===== config.mk =====
export PLATFORM = sky130hd
export DESIGN_NAME = host_regs
export DESIGN_NICKNAME = d
export VERILOG_FILES = /design/src/host_bus_pkg.sv /design/src/eth_tx_pkg.sv /design/src/host_regs.sv
export VERILOG_INCLUDE_DIRS = /design/src
export SDC_FILE = /design/constraint.sdc
export NUM_CORES = 1
export LEC_CHECK = 0
export ABC_AREA = 0
export BUFFER_PORTS_ARGS = -buffer_cell sky130_fd_sc_hd__buf_4
export CAP_MARGIN = 20
export CELL_PAD_IN_SITES_DETAIL_PLACEMENT = 0
export CELL_PAD_IN_SITES_GLOBAL_PLACEMENT = 1
export CORE_MARGIN = 2
export CORE_UTILIZATION = 39
export CTS_CLUSTER_DIAMETER = 80
export DETAILED_ROUTE_END_ITERATION = 7
export MAX_ROUTING_LAYER = met4
export PLACE_DENSITY_LB_ADDON = 0.1
export SYNTH_ARGS = -nofsm -noshare
export SYNTH_HDL_FRONTEND = slang
export SYNTH_SLANG_ARGS = --single-unit

===== constraint.sdc =====
create_clock -name clk_125 -period 2.4 [get_ports clk_125]
set_input_delay 0.12 -clock clk_125 [delete_from_list [all_inputs] [get_ports clk_125]]
set_output_delay 0.12 -clock clk_125 [all_outputs]
set_load 0.02 [all_outputs]

===== src/ethpipe_tx_defines.svh =====
`ifndef ETHPIPE_TX_DEFINES_SVH
`define ETHPIPE_TX_DEFINES_SVH

// ------------------------------
// widths
// ------------------------------

// slot memory word address
`define ETH_PTR_W 14
`define ETH_CNT_W 64
`define ETH_BAR_W 7
// slave bus word address
`define ETH_ADR_W 19

// ------------------------------
// ethernet framing
// ------------------------------

// idle cycles between frames
`define ETH_IFG          12
`define ETH_PREAMBLE_LEN 7
`define ETH_PREAMBLE     8'h55
`define ETH_SFD          8'hD5

// ------------------------------
// BAR0 word addresses
// ------------------------------

`define REG_GCNT0     9'h002
`define REG_GCNT1     9'h003
`define REG_GCNT2     9'h004
`define REG_GCNT3     9'h005
`define REG_TX_WR_PTR 9'h018
`define REG_TX_RD_PTR 9'h01A

`endif


===== src/host_bus_pkg.sv =====
`default_nettype none

`include "ethpipe_tx_defines.svh"

package host_bus_pkg;

  // ------------------------------
  // slave bus fields
  // ------------------------------

  typedef logic [15:0] bus_word_t;

  // bit 1 covers bits 15:8
  typedef logic [1:0] byte_sel_t;

  typedef logic [`ETH_BAR_W-1:0] bar_hit_t;
  typedef logic [`ETH_ADR_W-1:0] bus_adr_t;

  // one request per cycle with ce high, no stall
  typedef struct packed {
    bar_hit_t  bar;
    logic      ce;
    logic      we;
    bus_adr_t  adr;
    bus_word_t dat;
    byte_sel_t sel;
  } slv_req_t;

  // ------------------------------
  // register contents
  // ------------------------------

  typedef logic [`ETH_CNT_W-1:0] gcnt_t;

endpackage

`default_nettype wire


===== src/eth_tx_pkg.sv =====
`default_nettype none

`include "ethpipe_tx_defines.svh"

package eth_tx_pkg;

  import host_bus_pkg::*;

  // ------------------------------
  // slot memory
  // ------------------------------

  typedef logic [`ETH_PTR_W-1:0] slot_ptr_t;

  // host side port of the slot memory
  typedef struct packed {
    logic      en;
    logic      we;
    slot_ptr_t addr;
    bus_word_t data;
    byte_sel_t sel;
  } slot_wr_t;

  // length word at the head of each frame, in bytes
  typedef logic [15:0] frame_len_t;

  // ------------------------------
  // GMII side
  // ------------------------------

  typedef logic [7:0] gmii_byte_t;

  typedef struct packed {
    logic       en;
    gmii_byte_t data;
  } gmii_tx_t;

  typedef enum logic [2:0] {IDLE, LEN, PREAMBLE, DATA, GAP} sender_state_e;

endpackage

`default_nettype wire


===== src/host_regs.sv =====
`timescale 1ns/1ps
`default_nettype none

`include "ethpipe_tx_defines.svh"

module host_regs
  import host_bus_pkg::*;
  import eth_tx_pkg::*;
(
  input  wire logic      clk_125,
  input  wire logic      sys_rst,
  input  wire slv_req_t  req_i,
  output bus_word_t      rdata_o,
  // slot memory port A
  output slot_wr_t       slot_o,
  input  wire bus_word_t slot_q_i,
  // ring pointers
  output slot_ptr_t      tx_wr_ptr_o,
  input  wire slot_ptr_t tx_rd_ptr_i
);

  gcnt_t     gcnt;
  slot_ptr_t wr_ptr;
  bus_word_t bar0_rdata;
  bus_word_t bar0_q;
  logic      rd_from_slot;
  logic      bar0_hit;
  logic      bar2_hit;
  logic      wr_ptr_hit;

  // the host sees the low byte of a register on bits 15:8
  function automatic bus_word_t swap_bytes(input bus_word_t w);
    return {w[7:0], w[15:8]};
  endfunction

  assign bar0_hit   = req_i.ce & req_i.bar[0];
  assign bar2_hit   = req_i.ce & req_i.bar[2];
  assign wr_ptr_hit = bar0_hit & req_i.we & (req_i.adr[11:9] == 3'b000) &
                      (req_i.adr[8:0] == `REG_TX_WR_PTR);

  // free running global counter
  always_ff @(posedge clk_125) begin
    if (sys_rst)
      gcnt <= '0;
    else
      gcnt <= gcnt + 1'b1;
  end

  // ------------------------------
  // BAR0 register file
  // ------------------------------

  // read value of the addressed word, zero when unmapped
  always_comb begin
    bar0_rdata = '0;
    if (req_i.adr[11:9] == 3'b000) begin
      case (req_i.adr[8:0])
        `REG_GCNT0:     bar0_rdata = swap_bytes(gcnt[15:0]);
        `REG_GCNT1:     bar0_rdata = swap_bytes(gcnt[31:16]);
        `REG_GCNT2:     bar0_rdata = swap_bytes(gcnt[47:32]);
        `REG_GCNT3:     bar0_rdata = swap_bytes(gcnt[63:48]);
        `REG_TX_WR_PTR: bar0_rdata = swap_bytes(bus_word_t'(wr_ptr));
        `REG_TX_RD_PTR: bar0_rdata = swap_bytes(bus_word_t'(tx_rd_ptr_i));
        default:        bar0_rdata = '0;
      endcase
    end
  end

  always_ff @(posedge clk_125) begin
    if (sys_rst) begin
      wr_ptr       <= '0;
      bar0_q       <= '0;
      rd_from_slot <= 1'b0;
    end else begin
      // high data byte holds ptr[7:0], low data byte ptr[13:8]
      if (wr_ptr_hit) begin
        if (req_i.sel[1])
          wr_ptr[7:0] <= req_i.dat[15:8];
        if (req_i.sel[0])
          wr_ptr[13:8] <= req_i.dat[5:0];
      end
      // remember which side answers the last read
      if (bar0_hit && !req_i.we) begin
        bar0_q       <= bar0_rdata;
        rd_from_slot <= 1'b0;
      end else if (bar2_hit && !req_i.we) begin
        rd_from_slot <= 1'b1;
      end
    end
  end

  // ------------------------------
  // BAR2 slot access
  // ------------------------------

  always_comb begin
    slot_o.en   = bar2_hit;
    slot_o.we   = req_i.we;
    slot_o.addr = req_i.adr[`ETH_PTR_W-1:0];
    slot_o.data = req_i.dat;
    slot_o.sel  = req_i.sel;
  end

  assign rdata_o     = rd_from_slot ? slot_q_i : bar0_q;
  assign tx_wr_ptr_o = wr_ptr;

  // BAR0 and BAR2 decode would both fire
  bar_onehot: assert property (@(posedge clk_125) disable iff (sys_rst)
    req_i.ce |-> !(req_i.bar[0] && req_i.bar[2]))
    else $error("request hits BAR0 and BAR2 at once");

endmodule

`default_nettype wire


After elaboration in Yosys (flattened, before gate mapping)
Index checks and enable logic that the tools add are counted.
{"block": "word_totals", "register_bits": 95, "inputBits": 78, "wordCells": 27}
{"block": "classes", "add_sub_neg": 1, "n_eq_ne": 6, "muxes": 3, "n_bitwise": 5, "reduce_logical": 7}
{"operator": "16-bit one-hot mux with 6 select lines", "n": 1}
{"operator": "64-bit by 1-bit adder with 64-bit output (second input constant)", "n": 1}
{"operator": "16-bit two-way mux", "n": 2}
{"operator": "9-bit by 2-bit equality test with 1-bit output (second input constant)", "n": 2}
{"operator": "9-bit by 3-bit equality test with 1-bit output (second input constant)", "n": 2}
{"operator": "9-bit by 5-bit equality test with 1-bit output (second input constant)", "n": 2}
{"operator": "1-bit AND", "n": 5}
{"operator": "2-bit AND reduction", "n": 2}
{"operator": "3-bit logical NOT", "n": 1}
{"operator": "1-bit logical AND", "n": 2}
{"operator": "2-bit OR reduction", "n": 1}
{"operator": "1-bit logical NOT", "n": 1}

Longest topological paths before layout
Gate-level depths: netlist of run 1.
{"block": "logic_depth", "word_depth": 5, "ltp_mapped": 8, "ltp_nobuf": 5}

Worst setup path before layout of run 1
No wires, ideal clock.
{"block": "synth_path", "kind": "register to register", "startpoint": "reg gcnt[15]", "endpoint": "reg gcnt[35]", "setup_time_ps": 123, "arrival_time_ps": 1946, "required_time_ps": 2277, "path_slack_ps": 331, "path_stages_with_launch": 7, "synth_period_minus_slack_ps": 2069, "path_cell_list": "dfxtp_1 nand4_4 buf_6 or4_4 nor4_4 nand4_1 mux2_1"}
{"block": "synth_between", "elab_chain_cells": 1}
{"element": "from (decl)", "line_no": "host_regs.sv:22", "source": "gcnt_t gcnt;"}
{"element": "from (signal assigned)", "line_no": "host_regs.sv:46", "source": "gcnt <= gcnt + 1'b1;"}
{"element": "64-bit by 1-bit adder with 64-bit output", "line_no": "host_regs.sv:46"}
No other way between the ends.
A chain may end at the register's enable or synchronous reset.

Worst setup path after layout of run 1
{"block": "layout_path", "startpoint": "reg gcnt[8]", "endpoint": "reg gcnt[55]"}
The elaborated chain is that of the path after synthesis.

==> results_dict.tcl, run 1 <==
set metrics [dict create \
    outcome "finished clean" \
    fin_skew_ns 0.007369 \
    ys_types 47 \
    cts_resized 0 \
    worst_pin_slew_ns 0.8120 \
    cts_buffer_depth 2 \
    p_leak_nw 2.675 \
    fin_nets 771 \
    wl_um 15610 \
    hp-class "primary input to flip-flop" \
    finalCritPeriodShare_pct 91.61 \
    required_ns 2.68 \
    ys.flop_type "dfxtp_1" \
    n_antenna_cell 0 \
    hpwl_um 11840 \
    detail_route.wl_per_cell_um 17.88 \
    post-cts-setup-buffer-count 0 \
    cts_tree "built" \
    tns_ns 0 \
    grt_max_degree 66 \
    hold_viol 0 \
    ys_seq_area_share_pct 36.01 \
    slew-limit-headroom_pct 45.79 \
    overflow 0 \
    detail-route-antenna-nets 0 \
    critPathMaxFanout 11 \
    post-route-min-period_ns 2.199 \
    grt_usage_pct 22.30 \
    vias 4759 \
    port_buffers 123 \
    arrival_ns 2.48 \
    ir_worst_vdd_uv 352.9 \
    syn-instance-count 594 \
    cts_sinks 95 \
    syn_area_um2 5281 \
    syn_to_final_growth_pct 24.95 \
    drive_gt1_share_pct 30.70 \
    rsz0062_at_grt "false" \
    die-height_um 120.4 \
    crit_path_end_kind "flip-flop" \
    yosysWarnings 0 \
    drc 0 \
    ys_ff_latch 95 \
    rows 42 \
    mostFrequentLayoutCell "buf_4" \
    clock_latency_ns 0.35 \
    vias_per_cell 5.451 \
    layout_common_cells "buf_4, dfxtp_1, nor2_1" \
    drv_cap 0 \
    initialDrtViolationCount 374 \
    start_util_pct 39.88 \
    synth_nets 673 \
    numCtsBuffers 9 \
    io_pins 142 \
    hold_buffers 0 \
    path_clk_slew_ns 0.07 \
    crit_type "flip-flop to flip-flop" \
    antenna_found_initial 0 \
    die_width_um 120.4 \
    final_core_util_pct 49.83 \
    root_buffer "clkbuf_16" \
    cts.htree.levels 3 \
    setup-violations-final 0 \
    grt_pass1_wl_um 24390 \
    fmax_mhz 454.8 \
    syn_avg_cell_area_um2 8.891 \
    synth-edff-count 0 \
    core_um2 13240 \
    place_congestion 0.7901 \
    drt_first_pass_iters 4 \
    power_density_nw_per_um2 526.8 \
    grt_pass1_vias 4493 \
    die_area_um2 14490 \
    synthArstFlopShare_pct 0 \
    critPathLaunchType "flip-flop" \
    slew_violations 0 \
]
cell type report:
cell class / instances / area [µm²]
clock buffer: 10 / 239.0
sequential: 95 / 1902
timing repair buffer: 153 / 1152
clock inverter: 6 / 91.34
inverter: 7 / 26.28
tap: 176 / 220.2
fill: 1317 / 6644
multi-input combinational: 426 / 2968
cells in the mapped netlist (7+ instances only):
| cell | instances | area share (%) |
|---|---|---|
| a21oi_1 | 27 | 2.6 |
| a221o_1 | 13 | 2.5 |
| a22o_1 | 13 | 2.2 |
| and3_1 | 11 | 1.3 |
| and4_1 | 9 | 1.5 |
| buf_4 | 34 | 4.8 |
| clkbuf_1 | 22 | 1.6 |
| dfxtp_1 | 95 | 36 |
| inv_1 | 7 | 0.50 |
| mux2_2 | 30 | 6.4 |
| mux2i_1 | 27 | 5.1 |
| nand2_1 | 24 | 1.7 |
| nand3_1 | 23 | 2.2 |
| nand4_1 | 27 | 3.2 |
| nor2_1 | 61 | 4.3 |
| nor3_1 | 7 | 0.66 |
| nor4_1 | 8 | 0.95 |
| o21ai_0 | 28 | 2.7 |
| o2bb2ai_1 | 13 | 2.2 |
| or3_1 | 23 | 2.7 |
| or4_1 | 7 | 1.0 |
| xnor2_1 | 19 | 3.2 |
| xor2_1 | 16 | 2.7 |
critical path, cell delays in order, from the launching register on:
cell	delay (ns)
dfxtp_1	0.47
nand3_1	0.19
nor4_1	0.42
buf_4	0.21
nand4_1	0.15
buf_4	0.22
or3_1	0.32
a21oi_1	0.14
logic make-up (layout without fill, tap and decap cells):
logic type      count (synthesis)  count (layout)  synth area share (%)
flops                          95              95                 36.01
compound gates                107             107                 13.88
buf+inv                        73             176                 7.889
xor+xnor                       35              35                 5.804
fa+ha+maj                       1               1                0.2369
simple gates                  225             225                 24.45
mux                            58              58                 11.73
state kept, by name (all words and copies together) (netlist names):
signal / cells
bar0_q: 16
gcnt: 64
rd_from_slot: 1
tx_wr_ptr_o: 14
report_power, final:
part / switching (mW) / internal [mW]
Sequential: 0.0121 / 1.58
Clock: 0.647 / 0.949
Combinational: 0.145 / 0.141
worst paths after layout:
path | depth (start not counted) | startpoint | to | slack [ns]
setup reg to reg | 7 | gcnt[8] | gcnt[55] | 0.20
setup / recovery | 7 | gcnt[8] | gcnt[55] | 0.20
hold reg to reg | 2 | bar0_q[6] | bar0_q[6] | 0.47
hold / removal | 3 | req_i[15] | tx_wr_ptr_o[5] | 0.01
metrics by stage:
stage | hold WS [ns] | std cells | cell area, µm² | setup WS [ns] | total power, mW
final | 0.01061 | 873 | 6599 | 0.2015 | 3.476
after global routing | 0.008822 | 873 | 6599 | 0.02626 | 3.611
after CTS | 0.005907 | 873 | 6599 | 0.1599 | 3.513
after detailed placement | 0.2401 | 857 | 6269 | 0.1806 | 1.917
after global placement | 0.2401 | 856 | 6257 | 0.2430 | 1.913
after floorplan | 0.2639 | 594 | 5281 | 0.3308 | 1.796
per-layer routing:
layer / vias to the layer above / part of all wire, % / wire length, µm / track usage (%)
met5: - / 0 / 0 / -
met3: 11 / 6.2 / 975 / 5.000
li1: 2363 / - / - / -
met4: 0 / 0.99 / 155 / 4.215
met2: 135 / 46 / 7257 / 35.03
met1: 2250 / 46 / 7218 / 29.79
Note: power is estimated with default switching activity, not from simulation.
==> inputs of run 2 (changes only) <==
--- a/config.mk
+++ b/config.mk
@@ -17,6 +17,7 @@
 export DETAILED_ROUTE_END_ITERATION = 7
 export MAX_ROUTING_LAYER = met4
 export PLACE_DENSITY_LB_ADDON = 0.1
+export RECOVER_POWER = 100
 export SYNTH_ARGS = -nofsm -noshare
 export SYNTH_HDL_FRONTEND = slang
 export SYNTH_SLANG_ARGS = --single-unit
==> run 2 against run 1 <==
Effect of this change: wire length rose by 0.59%; die area did not move; cell count did not move; register-to-register slack got worse by 0.02 ns; sequential power barely moved; clock power barely moved; via count rose by 0.46%; critical path depth fell by 2; power fell by 0.68%.
==> results_dict.tcl, run 2 (synthesis gave the netlist of run 1 again) <==
set metrics [dict create \
    outcome "finished clean" \
    cts.htree.levels 3 \
    slew-limit-headroom_pct 22.87 \
    path_buf_inv 0 \
    grt_pass1_wl_um 24390 \
    crit_type "flip-flop to flip-flop" \
    drive_gt1_share_pct 20.23 \
    clock_latency_ns 0.35 \
    start_util_pct 39.88 \
    setup-violations-final 0 \
    grt_pass1_vias 4493 \
    placed_area_um2 6269 \
    cts_buffer_depth 2 \
    grt_usage_pct 22.30 \
    path_clk_slew_ns 0.07 \
    grt_max_degree 66 \
    p_leak_nw 2.380 \
    antenna_found_initial 0 \
    critPathMaxFanout 6 \
    cts_tree "built" \
    pwr-share-clk_pct 46.4 \
    mostFrequentLayoutCell "dfxtp_1" \
    io_pins 142 \
    initialDrtViolationCount 325 \
    layout_common_cells "dfxtp_1, buf_4, clkbuf_1" \
    crit_family "simple AND/OR/NAND/NOR gates" \
    regMostFlops "gcnt" \
    rows 42 \
    fin_skew_ns 0.006424 \
    crit_path_end_kind "flip-flop" \
    cts_resized 0 \
    required_ns 2.64 \
    p_comb_share_pct 7.5 \
    slowest_delay_ns 0.60 \
    hp-class "primary input to flip-flop" \
    fillerInstances 1374 \
    slew_violations 0 \
    tns_ns 0 \
    hold_viol 0 \
    place_congestion 0.7901 \
    overflow 0 \
    arrival_ns 2.45 \
    largest_register_ffs 64 \
    die_width_um 120.4 \
    detail_route.wl_per_cell_um 17.98 \
    cts_sinks 95 \
    design_area_um2 6310 \
    drc 0 \
    reg2reg_slack_ns 0.18 \
    total_power_mw 3.453 \
    fin_ws_ns 0.1834 \
    critPathLaunchType "flip-flop" \
    core_um2 13240 \
    post-cts-setup-buffer-count 0 \
    fin_nets 771 \
    die_area_um2 14490 \
    drt_first_pass_iters 5 \
    pre_cts_slack_ns 0.1806 \
    finalCritPeriodShare_pct 92.36 \
    n_antenna_cell 0 \
    fmax_mhz 451.1 \
    vias_per_cell 5.477 \
    hpwl_um 11840 \
    p_seq_share_pct 46.1 \
    drv_cap 0 \
    port_buffers 123 \
    vias 4781 \
    power_density_nw_per_um2 547.2 \
    numCtsBuffers 9 \
    wl_um 15700 \
    rsz0062_at_grt "false" \
    syn_to_final_growth_pct 19.47 \
    root_buffer "clkbuf_16" \
    intPower_mw 2.643 \
    slowest_stage "or4_1" \
    ir_worst_vdd_uv 352.7 \
    post-route-min-period_ns 2.217 \
    worst_pin_slew_ns 1.157 \
    crit_chain "nand4_2 -> or4_1 -> nor4_2 -> nand4_1 -> mux2_1" \
    detail-route-antenna-nets 0 \
    hold_buffers 0 \
    die-height_um 120.4 \
    p_sw_mw 0.8091 \
    p_sw_share_pct 23.43 \
]
[run 2: cell count changes in the layout (fill, tap and decap cells not counted), sizes merged]
cell | before | now
buf | 153 | 85
clkbuf | 10 | 78
[run 2: final cells by class]
| class | instances | area (µm²) | share of cell area (%) |
|---|---|---|---|
| inverter | 7 | 26.28 | 0.4164 |
| clock buffer | 10 | 239.0 | 3.787 |
| sequential | 95 | 1902 | 30.14 |
| multi-input combinational | 426 | 2932 | 46.46 |
| clock inverter | 6 | 91.34 | 1.448 |
| tap | 176 | 220.2 | 3.490 |
| timing repair buffer | 153 | 899.6 | 14.26 |
[run 2: layer usage]
metal | track usage (%) | part of all wire, % | up-vias
li1 | - | - | 2369
met1 | 29.79 | 47 | 2271
met2 | 35.03 | 46 | 129
met3 | 5.000 | 6.2 | 12
met4 | 4.215 | 0.99 | 0
met5 | - | 0 | -
[run 2: final timing paths]
kind,cells past startpoint,start,endpoint
worst max-delay path,5,gcnt[20],gcnt[35]
worst max register to register,5,gcnt[20],gcnt[35]
worst min register to register,2,bar0_q[6],bar0_q[6]
worst min-delay path,3,req_i[15],tx_wr_ptr_o[5]
[run 2: metrics by stage]
stage / utilization, % / hold WS (ns) / instances
2_1_floorplan: - / 0.2639 / 594
3_3_place_gp: 47.25 / 0.2401 / 856
3_5_place_dp: 47.34 / 0.2401 / 857
4_1_cts: 49.83 / 0.005907 / 873
5_1_grt: 47.65 / 0.008299 / 873
6_report: 47.65 / 0.01228 / 873
[run 2: worst reg2reg max path: stages (launching register included)]
cell and delay (ns):
dfxtp_1 0.46, nand4_2 0.21, or4_1 0.60, nor4_2 0.36, nand4_1 0.15, mux2_1 0.32
[run 2: power groups by stage]
stage	combinational [mW]	sequential (mW)	clock, mW
final	0.258	1.59	1.60
after global routing	0.277	1.59	1.71
after CTS	0.289	1.59	1.63
after detailed placement	0.288	1.63	0
after global placement	0.285	1.63	0
after floorplan	0.174	1.62	0
