## config.mk

```make
export PLATFORM = sky130hd
export DESIGN_NAME = gmii_sender
export DESIGN_NICKNAME = d
export VERILOG_FILES = /design/src/host_bus_pkg.sv /design/src/eth_tx_pkg.sv /design/src/gmii_sender.sv
export VERILOG_INCLUDE_DIRS = /design/src
export SDC_FILE = /design/constraint.sdc
export NUM_CORES = 1
export LEC_CHECK = 0
export ABC_AREA = 1
export BUFFER_PORTS_ARGS = -buffer_cell sky130_fd_sc_hd__buf_2
export CAP_MARGIN = 20
export CORE_UTILIZATION = 45
export CTS_BUF_LIST = sky130_fd_sc_hd__clkbuf_4 sky130_fd_sc_hd__clkbuf_8 sky130_fd_sc_hd__clkbuf_16
export DETAILED_ROUTE_END_ITERATION = 6
export GPL_ROUTABILITY_DRIVEN = 0
export PLACE_DENSITY = 0.67
export SYNTH_ARGS = -nofsm -noshare
export SYNTH_HDL_FRONTEND = slang
export SYNTH_SLANG_ARGS = --single-unit
```

## constraint.sdc

```tcl
create_clock -name clk_125 -period 3.4 [get_ports clk_125]
set_input_delay 0.17 -clock clk_125 [delete_from_list [all_inputs] [get_ports clk_125]]
set_output_delay 0.17 -clock clk_125 [all_outputs]
set_load 0.005 [all_outputs]
```

## src/ethpipe_tx_defines.svh

```systemverilog
`ifndef ETHPIPE_TX_DEFINES_SVH
`define ETHPIPE_TX_DEFINES_SVH

// ------------------------------
// widths
// ------------------------------

// slot memory word address
`define ETH_PTR_W 14
`define ETH_CNT_W 64
`define ETH_BAR_W 7
// slave bus word address
`define ETH_ADR_W 19

// ------------------------------
// ethernet framing
// ------------------------------

// idle cycles between frames
`define ETH_IFG          12
`define ETH_PREAMBLE_LEN 7
`define ETH_PREAMBLE     8'h55
`define ETH_SFD          8'hD5

// ------------------------------
// BAR0 word addresses
// ------------------------------

`define REG_GCNT0     9'h002
`define REG_GCNT1     9'h003
`define REG_GCNT2     9'h004
`define REG_GCNT3     9'h005
`define REG_TX_WR_PTR 9'h018
`define REG_TX_RD_PTR 9'h01A

`endif

```

## src/host_bus_pkg.sv

```systemverilog
`default_nettype none

`include "ethpipe_tx_defines.svh"

package host_bus_pkg;

  // ------------------------------
  // slave bus fields
  // ------------------------------

  typedef logic [15:0] bus_word_t;

  // bit 1 covers bits 15:8
  typedef logic [1:0] byte_sel_t;

  typedef logic [`ETH_BAR_W-1:0] bar_hit_t;
  typedef logic [`ETH_ADR_W-1:0] bus_adr_t;

  // one request per cycle with ce high, no stall
  typedef struct packed {
    bar_hit_t  bar;
    logic      ce;
    logic      we;
    bus_adr_t  adr;
    bus_word_t dat;
    byte_sel_t sel;
  } slv_req_t;

  // ------------------------------
  // register contents
  // ------------------------------

  typedef logic [`ETH_CNT_W-1:0] gcnt_t;

endpackage

`default_nettype wire

```

## src/eth_tx_pkg.sv

```systemverilog
`default_nettype none

`include "ethpipe_tx_defines.svh"

package eth_tx_pkg;

  import host_bus_pkg::*;

  // ------------------------------
  // slot memory
  // ------------------------------

  typedef logic [`ETH_PTR_W-1:0] slot_ptr_t;

  // host side port of the slot memory
  typedef struct packed {
    logic      en;
    logic      we;
    slot_ptr_t addr;
    bus_word_t data;
    byte_sel_t sel;
  } slot_wr_t;

  // length word at the head of each frame, in bytes
  typedef logic [15:0] frame_len_t;

  // ------------------------------
  // GMII side
  // ------------------------------

  typedef logic [7:0] gmii_byte_t;

  typedef struct packed {
    logic       en;
    gmii_byte_t data;
  } gmii_tx_t;

  typedef enum logic [2:0] {IDLE, LEN, PREAMBLE, DATA, GAP} sender_state_e;

endpackage

`default_nettype wire

```

## src/gmii_sender.sv

```systemverilog
`timescale 1ns/1ps
`default_nettype none

`include "ethpipe_tx_defines.svh"

module gmii_sender
  import host_bus_pkg::*;
  import eth_tx_pkg::*;
(
  input  wire logic      clk_125,
  input  wire logic      sys_rst,
  // ring pointers
  input  wire slot_ptr_t wr_ptr_i,
  output slot_ptr_t      rd_ptr_o,
  // slot memory port B
  output slot_ptr_t      mem_addr_o,
  input  wire bus_word_t mem_q_i,
  output gmii_tx_t       gmii_o
);

  // shared by the preamble and the gap count
  localparam int CNT_W = $clog2(`ETH_IFG + 1);

  sender_state_e    state;
  slot_ptr_t        rd_ptr;
  slot_ptr_t        addr;
  frame_len_t       remain;
  logic [CNT_W-1:0] cnt;
  logic             hi_byte;
  gmii_byte_t       data_byte;

  assign rd_ptr_o   = rd_ptr;
  assign mem_addr_o = addr;

  // upper byte of each word goes out first
  assign data_byte = hi_byte ? mem_q_i[15:8] : mem_q_i[7:0];

  // ------------------------------
  // frame FSM
  // ------------------------------

  // addr equals rd_ptr while idle, so the length word is already
  // on mem_q_i when LEN is entered
  always_ff @(posedge clk_125) begin
    if (sys_rst) begin
      state   <= IDLE;
      rd_ptr  <= '0;
      addr    <= '0;
      remain  <= '0;
      cnt     <= '0;
      hi_byte <= 1'b1;
      gmii_o  <= '0;
    end else begin
      gmii_o.en <= 1'b0;
      case (state)
        IDLE: begin
          if (rd_ptr != wr_ptr_i)
            state <= LEN;
        end
        LEN: begin
          // point at the first data word, it arrives during the preamble
          remain <= mem_q_i;
          addr   <= addr + 1'b1;
          cnt    <= '0;
          state  <= PREAMBLE;
        end
        PREAMBLE: begin
          gmii_o.en <= 1'b1;
          if (cnt == CNT_W'(`ETH_PREAMBLE_LEN)) begin
            gmii_o.data <= `ETH_SFD;
            hi_byte     <= 1'b1;
            state       <= DATA;
          end else begin
            gmii_o.data <= `ETH_PREAMBLE;
            cnt         <= cnt + 1'b1;
          end
        end
        DATA: begin
          gmii_o.en   <= 1'b1;
          gmii_o.data <= data_byte;
          hi_byte     <= ~hi_byte;
          remain      <= remain - 1'b1;
          // next word address goes out now, mem_q_i still holds this word
          // for the low byte
          if (hi_byte)
            addr <= addr + 1'b1;
          if (remain == frame_len_t'(1)) begin
            cnt   <= '0;
            state <= GAP;
          end
        end
        GAP: begin
          cnt <= cnt + 1'b1;
          // addr has reached the head of the next frame
          if (cnt == CNT_W'(`ETH_IFG - 1)) begin
            rd_ptr <= addr;
            state  <= IDLE;
          end
        end
        default: state <= IDLE;
      endcase
    end
  end

  // ------------------------------
  // checks
  // ------------------------------

  // tx_en only for a queued frame in preamble or data
  tx_en_in_frame: assert property (@(posedge clk_125) disable iff (sys_rst)
    gmii_o.en |-> ($past(state) inside {PREAMBLE, DATA}) && (rd_ptr != wr_ptr_i))
    else $error("tx_en high outside a queued frame in preamble or data");

  // zero length word in the ring would run the frame forever
  len_nonzero: assert property (@(posedge clk_125) disable iff (sys_rst)
    (state == DATA) |-> (remain != '0))
    else $error("frame length is zero in DATA");

endmodule

`default_nettype wire

```

======== Word-level counts from Yosys, hierarchy flattened ========
Cells that the tools add are included.
word-level totals
  flip-flop bits (word level) ............. 61
  output and inout port bits .............. 37
  logic and storage cells ................. 51
cells by class
  $add $sub $neg .......................... 3
  equal/unequal tests ..................... 14
  mux-type cells .......................... 16
  bitwise logic cells ..................... 1
  reductions and logical operators ........ 9
operators by type and width
  operator                 count
  $pmux W16 S2             1
  $pmux W14 S2             1
  $pmux W9 S2              1
  $eq A16 B1 Y1 const B    1
  $mux W8                  2
  $pmux W4 S4              1
  $sub A16 B1 Y16 const B  1
  $pmux W3 S5              1
  $add A14 B1 Y14 const B  1
  $mux W14                 1
  $ne A14 B14 Y1           1
  $mux W3                  4
  $ne A2 B2 Y1 const B     6
  $mux W4                  2
  $eq A3 B2 Y1 const B     2
  $reduce_and A2 Y1        3
  $add A4 B1 Y4 const B    1
  $eq A4 B3 Y1 const B     1
  $eq A4 B4 Y1 const B     1
  $reduce_and A4 Y1        1
  $reduce_bool A2 Y1       2
  $reduce_bool A4 Y1       1
  $eq A3 B1 Y1 const B     1
  $eq A3 B3 Y1 const B     1
  5 further kinds          5

======== Longest topological paths before layout ========
Gate-level depths: netlist of the first run.
  depth in word-level cells ............... 3
  mapped depth ............................ 11

======== Least setup slack after synthesis of the first run ========
Ideal clock, no wire load.
  path kind ............................... reg2reg
  start point ............................. reg remain[0]
  end point ............................... reg remain[6]
  setup time .............................. 0.132 ns
  arrival time ............................ 1.185 ns
  required time ........................... 3.268 ns
  path slack .............................. 2.082 ns
  cell stages (with the launch flop) ...... 10
  path buffers ............................ 0
  period minus slack after synthesis ...... 1.318 ns
  cells stage by stage .................... dfxtp_1 inv_1 ha_1 nand2_1 nor2_2 inv_2 a21oi_1 o21ai_0 nand2_1 a21oi_1
between the ends
  word-level cells in the longest chain between the ends .. 2
RTL lines
  element                 RTL line           source
  from (decl)             gmii_sender.sv:27  frame_len_t remain;
  from (signal assigned)  gmii_sender.sv:62  remain <= mem_q_i;
  from (signal assigned)  gmii_sender.sv:82  remain <= remain - 1'b1;
  $sub A16 B1 Y16         gmii_sender.sv:82
  $pmux W16 S2            gmii_sender.sv:55  case (state)
Every way passes these cells.
A chain may end at the register's enable or synchronous reset.

======== Final worst setup path of the first run ========
  start point ............................. reg state[0]
  end point ............................... reg cnt[0]
between the ends
  word-level cells in the longest chain between the ends .. 3
RTL lines
  element                                                                     RTL line           source
  from (decl)                                                                 gmii_sender.sv:24  sender_state_e state;
  from (signal assigned)                                                      gmii_sender.sv:46  state <= IDLE;
  from (signal assigned)                                                      gmii_sender.sv:58  state <= LEN;
  from (signal assigned)                                                      gmii_sender.sv:65  state <= PREAMBLE;
  $eq A3 B3 Y1, or another cell as far along                                  gmii_sender.sv:55
  $reduce_bool A4 Y1 (no source line) / $ne A2 B2 Y1 (equally long branches)  --
  $reduce_and A3 Y1 (no source line)                                          --
  to (signal assigned)                                                        gmii_sender.sv:75  cnt <= cnt + 1'b1;
  to (signal assigned)                                                        gmii_sender.sv:93  cnt <= cnt + 1'b1;
  to (decl)                                                                   gmii_sender.sv:28  logic [CNT_W-1:0] cnt;
Several ways; a longest one is shown, not always the timed one.

==> results.md, run 1 <==
- Total power for the finished layout comes to 2.95 mW.
- The total number of nets in the final design is 624.
- The final worst-path cycle share is 60.0%.
- Counting flops with an async set or reset pin after synthesis yields a share of 0%.
- For this run, the detailed router's first-pass iteration total came to 4.
- The number of unique standard cell types used by synthesis is 40.
- The via count of the first global-routing pass is 3,163.
- STA classifies the critical path endpoint as a register.
- CTS saw 61 sinks.
- The measured slew at the worst slew-check pin is 0.978 ns.
- The clock passes through at most 2 buffers.
- The number of max-cap violations is 0.
- The post-route clock skew is 0.00890 ns.
- The analysis attributes to cell leakage a power of 1.95 nW.
- The detailed router finished its first iteration with 163 violations.
- The latest clock arrival within the worst-skew pair is 0.33 ns.
- The TritonCTS clock tree is built.
- The worst-case vdd ir drop is 0.000391 V.
- In the routed design, unresolved DRC markers number 0.
- The kind of start point of the critical path is a register.
- The global router's overall resource usage is 22.1%.
- The synthesized netlist net count is 560.
- The level count of the clock H-tree is 3.
- The synthesized design spends more area on one cell type than any other, namely dfxtp_1.
- After synthesis, flip-flops and latches occupy 35.2% of the total area.
- The post-CTS setup-driven buffer insertion count is 0.
- Dividing the detail-routed via count by the number of cells gives 5.01.
- The floorplan die area is 8060 um^2.
- For this design, the slowest cell found on the critical path is dfxtp_1.
- The min-delay analysis places its worst path in the category input port to register.
- In this run the count of I/O pins placed on the die edge is 69.
- The final hold violation count is 0.
- In this run the remaining antenna-violating nets after routing total 0.
- The initialized floorplan defines 31 standard-cell rows.
- The layout filler cell count is 705.
- In the synthesized netlist the dominant register cell turns out to be dfxtp_1.
- The HPWL reported at the end of detailed placement is 6450 um.
- The run finished with clean final reports.
- Data arrives at the worst endpoint at 2.30 ns.
- The area of the core is 7330 um^2.
- The initial core utilization is 47.3%.
- The chip width is 89.8 um.
- The average instance area after synthesis is 6.61 um^2.
- The commonest non-fill, non-tap cell in the layout is nand2_1.
- The root buffer cell is clkbuf_8.
- The number of gates resized after CTS was 0.
- The maximum single-stage delay on the critical path is 0.40 ns.
- Counting flops with a built-in enable in the synthesized netlist gives 0.
- The largest net degree at the start of global routing is 35.
- The initial antenna violation count is 0.
- The power density over cell area is 731 nW/um^2.
- The number of buffers added by the clock tree synthesis step is 9.
- The y dimension of the die is 89.8 um.
- The achievable clock frequency is 491 MHz.
- The critical path goes through nand2_2, inv_4, nand2_4, inv_2, nand2_2, nand2_2, o21ai_1, a21oi_1.
- During synthesis, Yosys emitted a total of 0 warnings.
- The biggest fanout along the worst timing path is 22.
- The start point of the worst hold path is mem_q_i[12].
- The worst setup path is of the register to register kind.
- The number of buffers added to fix hold violations after cts is 0.
- The top cell types in the final layout, fill and taps aside, are nand2_1, inv_1, buf_2.
- Global routing finished with a remaining overflow of 0.
- The area share of the largest cell type after synthesis is 35.2%.
- Setup repair after global routing left no endpoint under its margin.
- Counting I/O delays and the setup requirement, the final critical path takes 2.04 ns.
- The worst setup path startpoint is state[0].
- The first global-routing pass estimated 14,600 um of wire.
- The share of cells above drive strength 1 is 22.5%.
- For this block, the via count after detailed routing is 3,460.
- The total detailed-routing wirelength is 8550 um.
- Clock-pin slew was measured on the worst setup and hold paths at 0.06 ns.
- During placement, the flow inserted port buffers numbering 68.
- The signed area change from the synthesized netlist to the final layout is 16.5%.
- The worst max-slew margin expressed relative to the limit is 34.7%.
- Counting every instance in the synthesized netlist gives 524.
- The final number of max-transition violations is 0.
- The total negative slack for setup checks is 0 ns.
- The final number of setup-violating endpoints is 0.
- The repair_antennas step left the layout with diodes totalling 0.
- The required time at the worst-slack endpoint is 3.66 ns.
- Counting flops and latches in the post-synthesis netlist gives 61.
- Sorting the synthesized cells by area gives the leading types as dfxtp_1, nand2_1, inv_1, a21oi_1, nor2_1.
- Counting stages on the worst path, the most repeated cell is nand2_2.
- In the final routed layout, each cell accounts on average for 12.4 um.
- The startpoint identified for the worst register-to-register timing path is state[0].
- The post-synth design cell area is 3470 um^2.
==> report_power, final <==
group	internal [mW]	switching (mW)	leakage [nW]
clock	0.399	0.265	0.105
sequential	0.842	0.161	0.495
combinational	0.457	0.828	1.35
==> stage by stage <==
stage          utilization [%]  cells  hold WS, ns  cell area, um^2  setup slack (ns)
2_1_floorplan                -    524        0.336             3470              2.08
3_3_place_gp              52.3    676        0.449             3840              1.47
3_5_place_dp              52.3    676        0.453             3840              1.40
4_1_cts                   55.1    690        0.118             4040              1.39
5_1_grt                   55.1    690        0.132             4040              1.15
6_report                  55.1    690        0.131             4040              1.36
==> state kept, by name, indices dropped and copies added (netlist names) <==
signal,count
state,3
rd_ptr_o,14
cnt,4
remain,16
gmii_o,9
mem_addr_o,14
hi_byte,1
==> final timing paths <==
check               to  slack (ns)  cells past startpoint
max             cnt[0]        1.36                      8
min          gmii_o[4]        0.13                      3
max reg2reg     cnt[0]        1.36                      8
min reg2reg  gmii_o[5]        0.46                      2
==> cells by family after synthesis <==
logic type                 synth area share (%)
AOI/OAI and AO/OA                          17.0
xor gates and xnor gates                   1.26
adders and majority gates                  1.44
buffers and inverters                      11.8
DFF                                        35.2
and+or+nand+nor                            33.2
==> cell usage after synthesis, types with 4 or more instances <==
cell type / number
nand2_1: 134
inv_1: 70
dfxtp_1: 61
nor2_1: 51
a21oi_1: 43
nand3_1: 25
o21ai_0: 22
o21ai_1: 15
inv_2: 12
nor2_2: 10
nor3_1: 8
nand2_2: 7
a21oi_2: 6
nand4_1: 6
clkbuf_1: 5
nor3_2: 5
ha_1: 4
xnor2_1: 4
==> cell type report <==
| cell class | count | area (um^2) | share of cell area (%) |
|---|---|---|---|
| clock inverter | 1 | 30.0 | 0.743 |
| timing repair buffer | 68 | 340 | 8.43 |
| sequential | 61 | 1220 | 30.2 |
| multi-input combinational | 365 | 1840 | 45.5 |
| clock buffer | 13 | 173 | 4.28 |
| inverter | 83 | 314 | 7.78 |
| tap | 99 | 124 | 3.07 |
==> worst max-delay path, delay by kind of cell (launching register included) <==
family	cells	cell delay [ns]
compound gates	2	0.21
buf+inv	2	0.56
flops	1	0.40
simple gates	4	0.80
==> layer usage <==
layer	track usage [%]	wire length, um	vias up
met2	34.2	3760	96
met3	4.74	495	15
met4	7.38	146	0
met1	30.6	4150	1555
met5	0	0	-
li1	-	-	1794
Note: power is estimated with default switching activity, not from simulation.
==> run 2, diff against run 1 <==
==> constraint.sdc (replaced) <==
create_clock -name clk_125 -period 2.06 [get_ports clk_125]
set_input_delay 0.103 -clock clk_125 [delete_from_list [all_inputs] [get_ports clk_125]]
set_output_delay 0.103 -clock clk_125 [all_outputs]
set_load 0.005 [all_outputs]
==> results.md, run 2 (same netlist as run 1, synthesis figures left out) <==
- Status: complete, no violations (unchanged).
- The TritonCTS clock tree is built (unchanged).
- The detailed-route vias per instance came to 4.91 (was 5.01).
- The number of buffers added by the clock tree synthesis step is 9 (unchanged).
- The remaining global-route overflow is 0 (unchanged).
- The flip-flop count of the largest register after layout came to 16 (unchanged).
- The data arrival at the endpoint of the critical path was 1.93 ns (was 2.30 ns).
- The antenna cell count was 0 (unchanged).
- The worst setup path startpoint is state[1] (was state[0]).
- The root buffer cell is clkbuf_8 (unchanged).
- The maximum buffer depth of the clock tree is 2 (unchanged).
- The first-pass GRT wire length was 14,400 um (was 14,600 um).
- The post-CTS setup-driven buffer insertion count is 0 (unchanged).
- The routed wirelength normalized by instance count is 12.5 um (was 12.4 um).
- The end point of the critical path is mem_addr_o[13] (was cnt[0]).
- The detailed-route DRC error count is 0 (unchanged).
- The antenna violation net count after detailed routing was 0 (unchanged).
- The clock input transition at the sequential cells of the worst setup and hold paths is 0.07 ns (was 0.06 ns).
- The via count is 3,424 (was 3,460).
- The worst-case vdd ir drop was 0.000663 V (was 0.000391 V).
- The final hold violation count came to 0 (unchanged).
- The row count is 31 (unchanged).
- The number of buffers inserted by port buffering was 68 (unchanged).
- The signed area change from the synthesized netlist to the final layout is 18.8% (was 16.5%).
- The total power consumption of the routed design is 5.02 mW (was 2.95 mW).
- The biggest fanout along the worst timing path is 8 (was 22).
- The floorplan die area is 8060 um^2 (unchanged).
- The latest clock arrival within the worst-skew pair is 0.34 ns (was 0.33 ns).
- RSZ-0062 raised after global routing: false (unchanged).
- The post-route clock skew is 0.00771 ns (was 0.00890 ns).
- The register containing the most flip-flops in the final layout is remain (unchanged).
- The largest net degree at the start of global routing is 33 (was 35).
- The power density over cell area is 1220 nW/um^2 (was 731 nW/um^2).
- The total detailed-routing wirelength is 8750 um (was 8550 um).
- The total negative slack for setup checks is 0 ns (unchanged).
- The capturing element type of the critical path is a register (unchanged).
- The via count of the first global-routing pass is 3,052 (was 3,163).
- The start-to-end type of the worst setup path was register to register (unchanged).
- The sink count of the clock tree is 61 (unchanged).
- The number of cells upsized or downsized after cts came to 0 (unchanged).
- The slack of the worst reg-to-reg path is 0.35 ns (was 1.36 ns).
- The first-pass iteration count of the detailed router is 5 (was 4).
- The required time at the worst-slack endpoint is 2.28 ns (was 3.66 ns).
- The number of buffers added to fix hold violations after cts is 0 (unchanged).
- The top-level I/O count is 69 (unchanged).
- The final instance area came to 4120 um^2 (was 4040 um^2).
- The number of cells on the worst reg-to-reg path is 7 (was 8).
- The initial core utilization came to 47.3% (unchanged).
- The achievable clock frequency is 586 MHz (was 491 MHz).
- The HPWL reported at the end of detailed placement is 6490 um (was 6450 um).
- The standby leakage power is 1.99 nW (was 1.95 nW).
- The area of the core was 7330 um^2 (unchanged).
- The global router's overall resource usage is 22.4% (was 22.1%).
- The number of max-cap violations is 0 (unchanged).
- The final period demand of the worst path is 1.71 ns (was 2.04 ns).
- The level count of the clock H-tree came to 3 (unchanged).
- The violation count after the first detailed-routing iteration came to 196 (was 163).
- The worst max-slew margin expressed relative to the limit is 58.5% (was 34.7%).
- The y dimension of the die is 89.8 um (unchanged).
- The total number of nets in the final design is 630 (was 624).
- Commonest non-fill, non-tap cells in the layout: nand2_1, inv_1, buf_2 (unchanged).
- The pre-CTS setup slack is 0.394 ns (was 1.40 ns).
- The measured slew at the worst slew-check pin is 0.622 ns (was 0.978 ns).
- The final worst-path cycle share was 82.8% (was 60.0%).
- The commonest non-fill, non-tap cell in the layout is nand2_1 (unchanged).
- The terminus of the critical flop-to-flop path is mem_addr_o[13] (was cnt[0]).
- The kind of start point of the critical path is a register (unchanged).
- The initial antenna violation count came to 0 (unchanged).
- The layout filler cell count is 717 (was 705).
- The launch point of the worst reg-to-reg path is state[1] (was state[0]).
- The cell area after placement is 3890 um^2 (was 3840 um^2).
- The final number of max-transition violations is 0 (unchanged).
- The share of cells above drive strength 1 is 23.5% (was 22.5%).
- The final number of setup-violating endpoints came to 0 (unchanged).
- The chip width is 89.8 um (unchanged).
- The worst hold path class is input port to register (unchanged).
- The final worst-path setup slack is 0.354 ns (was 1.36 ns).
run 2: cell type report:
cell class	instances	area, um^2	share of cell area (%)
clock buffers	9	124	3.01
clock inverters	7	98.8	2.40
inverters	83	314	7.63
multi-input cells	365	1840	44.6
flip-flops and latches	61	1220	29.7
well taps	99	124	3.01
repair buffers	74	398	9.67
run 2: stage by stage:
stage / cells / hold slack (ns) / util, %
3_5_place_dp: 682 / 0.399 / 53.1
6_report: 698 / 0.0418 / 56.2
3_3_place_gp: 682 / 0.400 / 53.1
4_1_cts: 698 / 0.0324 / 56.2
2_1_floorplan: 524 / 0.269 / -
5_1_grt: 698 / 0.0462 / 56.2
run 2: power by group:
part           leakage (nW)  internal (mW)  switching, mW
clock network         0.110          0.687          0.508
logic                  1.38          0.788           1.41
registers             0.495           1.39          0.239
run 2: worst max-delay path, stage by stage, from the launching register on:
cell	delay [ns]
dfxtp_1	0.72
inv_2	0.17
o21ai_4	0.27
nor2_4	0.06
nand3b_2	0.11
inv_2	0.05
a21oi_1	0.15
nor3_2	0.05
run 2: worst min path at each step:
stage / from / end / cells after the start
2_1_floorplan: mem_q_i[0] / remain[0] / 2
6_report: mem_q_i[12] / gmii_o[4] / 3
4_1_cts: mem_q_i[12] / gmii_o[4] / 3
5_1_grt: mem_q_i[12] / gmii_o[4] / 3
3_5_place_dp: mem_q_i[12] / gmii_o[4] / 3
3_3_place_gp: mem_q_i[12] / gmii_o[4] / 3
run 2: layer usage:
layer  GRT usage (%)  wire length [um]  up-vias
met3            4.99               463        4
li1                -                 -     1805
met5               0                 0        -
met1            30.5              4220     1525
met2            35.1              4000       90
met4            6.83                60        0
==> run 3, diff against run 2 <==
--- a/config.mk
+++ b/config.mk
@@ -13,7 +13,7 @@
 export CTS_BUF_LIST = sky130_fd_sc_hd__clkbuf_4 sky130_fd_sc_hd__clkbuf_8 sky130_fd_sc_hd__clkbuf_16
 export DETAILED_ROUTE_END_ITERATION = 6
 export GPL_ROUTABILITY_DRIVEN = 0
-export PLACE_DENSITY = 0.67
+export PLACE_DENSITY = 0.7
 export SYNTH_ARGS = -nofsm -noshare
 export SYNTH_HDL_FRONTEND = slang
 export SYNTH_SLANG_ARGS = --single-unit
==> constraint.sdc (replaced) <==
create_clock -name clk_125 -period 1.5 [get_ports clk_125]
set_input_delay 0.075 -clock clk_125 [delete_from_list [all_inputs] [get_ports clk_125]]
set_output_delay 0.075 -clock clk_125 [all_outputs]
set_load 0.005 [all_outputs]
==> results.md, run 3 (same netlist as run 1, synthesis figures left out) <==
- Status: complete, no violations (unchanged).
- The largest net degree at the start of global routing is 35 (was 33).
- The antenna cell count came to 0 (unchanged).
- The detailed-route DRC error count is 0 (unchanged).
- The level count of the clock H-tree is 3 (unchanged).
- The start-to-end type of the worst setup path was register to register (unchanged).
- The worst hold path class is input port to register (unchanged).
- The number of cells on the worst reg-to-reg path is 9 (was 7).
- The number of instances on the worst hold path is 3 (unchanged).
- The first-pass GRT wire length was 15,000 um (was 14,400 um).
- The remaining global-route overflow is 0 (unchanged).
- The power density over cell area is 1580 nW/um^2 (was 1220 nW/um^2).
- The latest clock arrival within the worst-skew pair is 0.33 ns (was 0.34 ns).
- The floorplan die area is 8060 um^2 (unchanged).
- The start point of the worst hold path is mem_q_i[12] (unchanged).
- The endpoint of the worst hold path is gmii_o[4] (unchanged).
- The final number of max-transition violations is 0 (unchanged).
- The register containing the most flip-flops in the final layout is remain (unchanged).
- The signed area change from the synthesized netlist to the final layout was 23.2% (was 18.8%).
- The via count of the first global-routing pass is 3,332 (was 3,052).
- The maximum single-stage delay on the critical path is 0.33 ns (was 0.72 ns).
- The total negative slack for setup checks is 0 ns (unchanged).
- The achievable clock frequency came to 678 MHz (was 586 MHz).
- The root buffer cell is clkbuf_8 (unchanged).
- The biggest fanout along the worst timing path is 3 (was 8).
- The most common cell type on the critical path is nand2_1 (was inv_2).
- The chip width is 89.8 um (unchanged).
- The sequential cell area was 1230 um^2 (was 1220 um^2).
- The final period demand of the worst path came to 1.48 ns (was 1.71 ns).
- The global router's overall resource usage was 22.9% (was 22.4%).
- The area taken by multi-input logic gates is 1890 um^2 (was 1840 um^2).
- The maximum buffer depth of the clock tree was 2 (unchanged).
- The via count is 3,597 (was 3,424).
- The detailed-route vias per instance is 5.07 (was 4.91).
- The row count is 31 (unchanged).
- The initial core utilization is 47.3% (unchanged).
- The HPWL reported at the end of detailed placement is 6780 um (was 6490 um).
- The number of buffer and inverter instances along the worst setup path was 2 (unchanged).
- The violation count after the first detailed-routing iteration is 169 (was 196).
- The share of cells above drive strength 1 is 28.0% (was 23.5%).
- The total detailed-routing wirelength came to 9170 um (was 8750 um).
- The final number of setup-violating endpoints is 0 (unchanged).
- The number of max-cap violations is 0 (unchanged).
- The critical-path cell with the highest stage delay was dfxtp_2 (was dfxtp_1).
- The cell family with the largest share of critical-path delay is compound AO/OA/AOI/OAI gates (was flip-flops).
- Cells along the critical path: inv_1, ha_1, nand2_1, nor2_2, inv_2, a21oi_2, o21ai_0, nand2_1, a21oi_1 (was inv_2, o21ai_4, nor2_4, nand3b_2, inv_2, a21oi_1, nor3_2).
- The number of buffers inserted by port buffering came to 68 (unchanged).
- The sink count of the clock tree is 61 (unchanged).
- The y dimension of the die is 89.8 um (unchanged).
- The TritonCTS clock tree is built (unchanged).
- The kind of start point of the critical path is a register (unchanged).
- The first-pass iteration count of the detailed router is 5 (unchanged).
- The top-level I/O count was 69 (unchanged).
- The worst max-slew margin expressed relative to the limit is 75.1% (was 58.5%).
- The routed wirelength normalized by instance count was 12.9 um (was 12.5 um).
- The post-route clock skew is 0.00850 ns (was 0.00771 ns).
- The launch point of the worst reg-to-reg path is remain[0] (was state[1]).
- The clock input transition at the sequential cells of the worst setup and hold paths is 0.07 ns (about the same).
- The capturing element type of the critical path was a register (unchanged).
- The standby leakage power was 2.05 nW (was 1.99 nW).
- The antenna violation net count after detailed routing is 0 (unchanged).
- The required time at the worst-slack endpoint was 1.71 ns (was 2.28 ns).
- The final worst-path cycle share came to 98.4% (was 82.8%).
- The layout filler cell count is 697 (was 717).
- The initial antenna violation count was 0 (unchanged).
- The area of the core is 7330 um^2 (unchanged).
- The post-route worst hold slack is 0.0234 ns (was 0.0418 ns).
- The worst-case vdd ir drop is 0.000858 V (was 0.000663 V).
- RSZ-0062 raised after global routing: true (was false).
- The commonest non-fill, non-tap cell in the layout is nand2_1 (unchanged).
- The measured slew at the worst slew-check pin came to 0.373 ns (was 0.622 ns).
- The terminus of the critical flop-to-flop path is remain[6] (was mem_addr_o[13]).
- The number of buffers added by the clock tree synthesis step is 9 (unchanged).
- Commonest non-fill, non-tap cells in the layout: nand2_1, inv_1, buf_2 (unchanged).
- The number of buffers added to fix hold violations after cts is 0 (unchanged).
- The slack of the worst reg-to-reg path is 0.02 ns (was 0.35 ns).
- The data arrival at the endpoint of the critical path is 1.69 ns (was 1.93 ns).
- The final hold violation count is 0 (unchanged).
- The flip-flop count of the largest register after layout is 16 (unchanged).
- The total number of nets in the final design is 645 (was 630).
[run 3: per-layer routing]
metal / vias up / share of wire, % / track usage [%]
met1: 1631 / 46 / 29.1
met5: - / 0 / 0
met4: 0 / 2.0 / 9.29
li1: 1848 / - / -
met2: 103 / 47 / 37.7
met3: 15 / 5.0 / 5.08
[run 3: metrics by stage]
| stage | cell area [um^2] | cells | setup slack (ns) | total power, mW | util, % |
|---|---|---|---|---|---|
| 3_5_place_dp | 3970 | 692 | 0.00139 | 5.40 | 54.1 |
| 5_1_grt | 4270 | 710 | -0.0370 | 7.27 | 58.3 |
| 3_3_place_gp | 3970 | 692 | -0.0124 | 5.34 | 54.1 |
| 2_1_floorplan | 3470 | 524 | 0.182 | 4.60 | - |
| 6_report | 4270 | 710 | 0.0241 | 6.74 | 58.3 |
| 4_1_cts | 4130 | 705 | 0.0129 | 6.63 | 56.3 |
[run 3: how the worst max path moves through the flow]
stage / startpoint / end / cells past startpoint
after floorplan: remain[0] / remain[6] / 9
after global placement: remain[0] / remain[6] / 9
after detailed placement: state[1] / remain[8] / 8
after CTS: state[0] / remain[8] / 9
after global routing: remain[0] / remain[6] / 9
final: remain[0] / remain[6] / 9
[run 3: power breakdown]
group	total (mW)	switching [mW]	internal, mW
Combinational	3.31	2.06	1.26
Clock	1.20	0.591	0.607
Sequential	2.23	0.311	1.92
Total	6.74	2.96	3.79
[run 3: worst register-to-register path, delay by kind of cell, from the launching register on]
kind / cells / cell delay [ns]
AO/OA/AOI/OAI: 3 / 0.37
adder cells (fa/ha/maj): 1 / 0.19
buffers and inverters: 2 / 0.17
flip-flops: 1 / 0.33
AND/OR/NAND/NOR: 3 / 0.28
[run 3: timing repair]
item,CTS,global route
setup endpoints to repair,2,41
cloned,0,2
pin swaps,0,6
gates resized for setup,2,27
setup buffers,0,3
[run 3: area by class of cell]
cell class	instances	share of cell area, %
multi-input combinational	365	44.3
sequential	61	28.8
timing repair buffer	89	13.0
inverter	83	7.41
clock buffer	10	3.22
tap	99	2.90
clock inverter	3	0.352
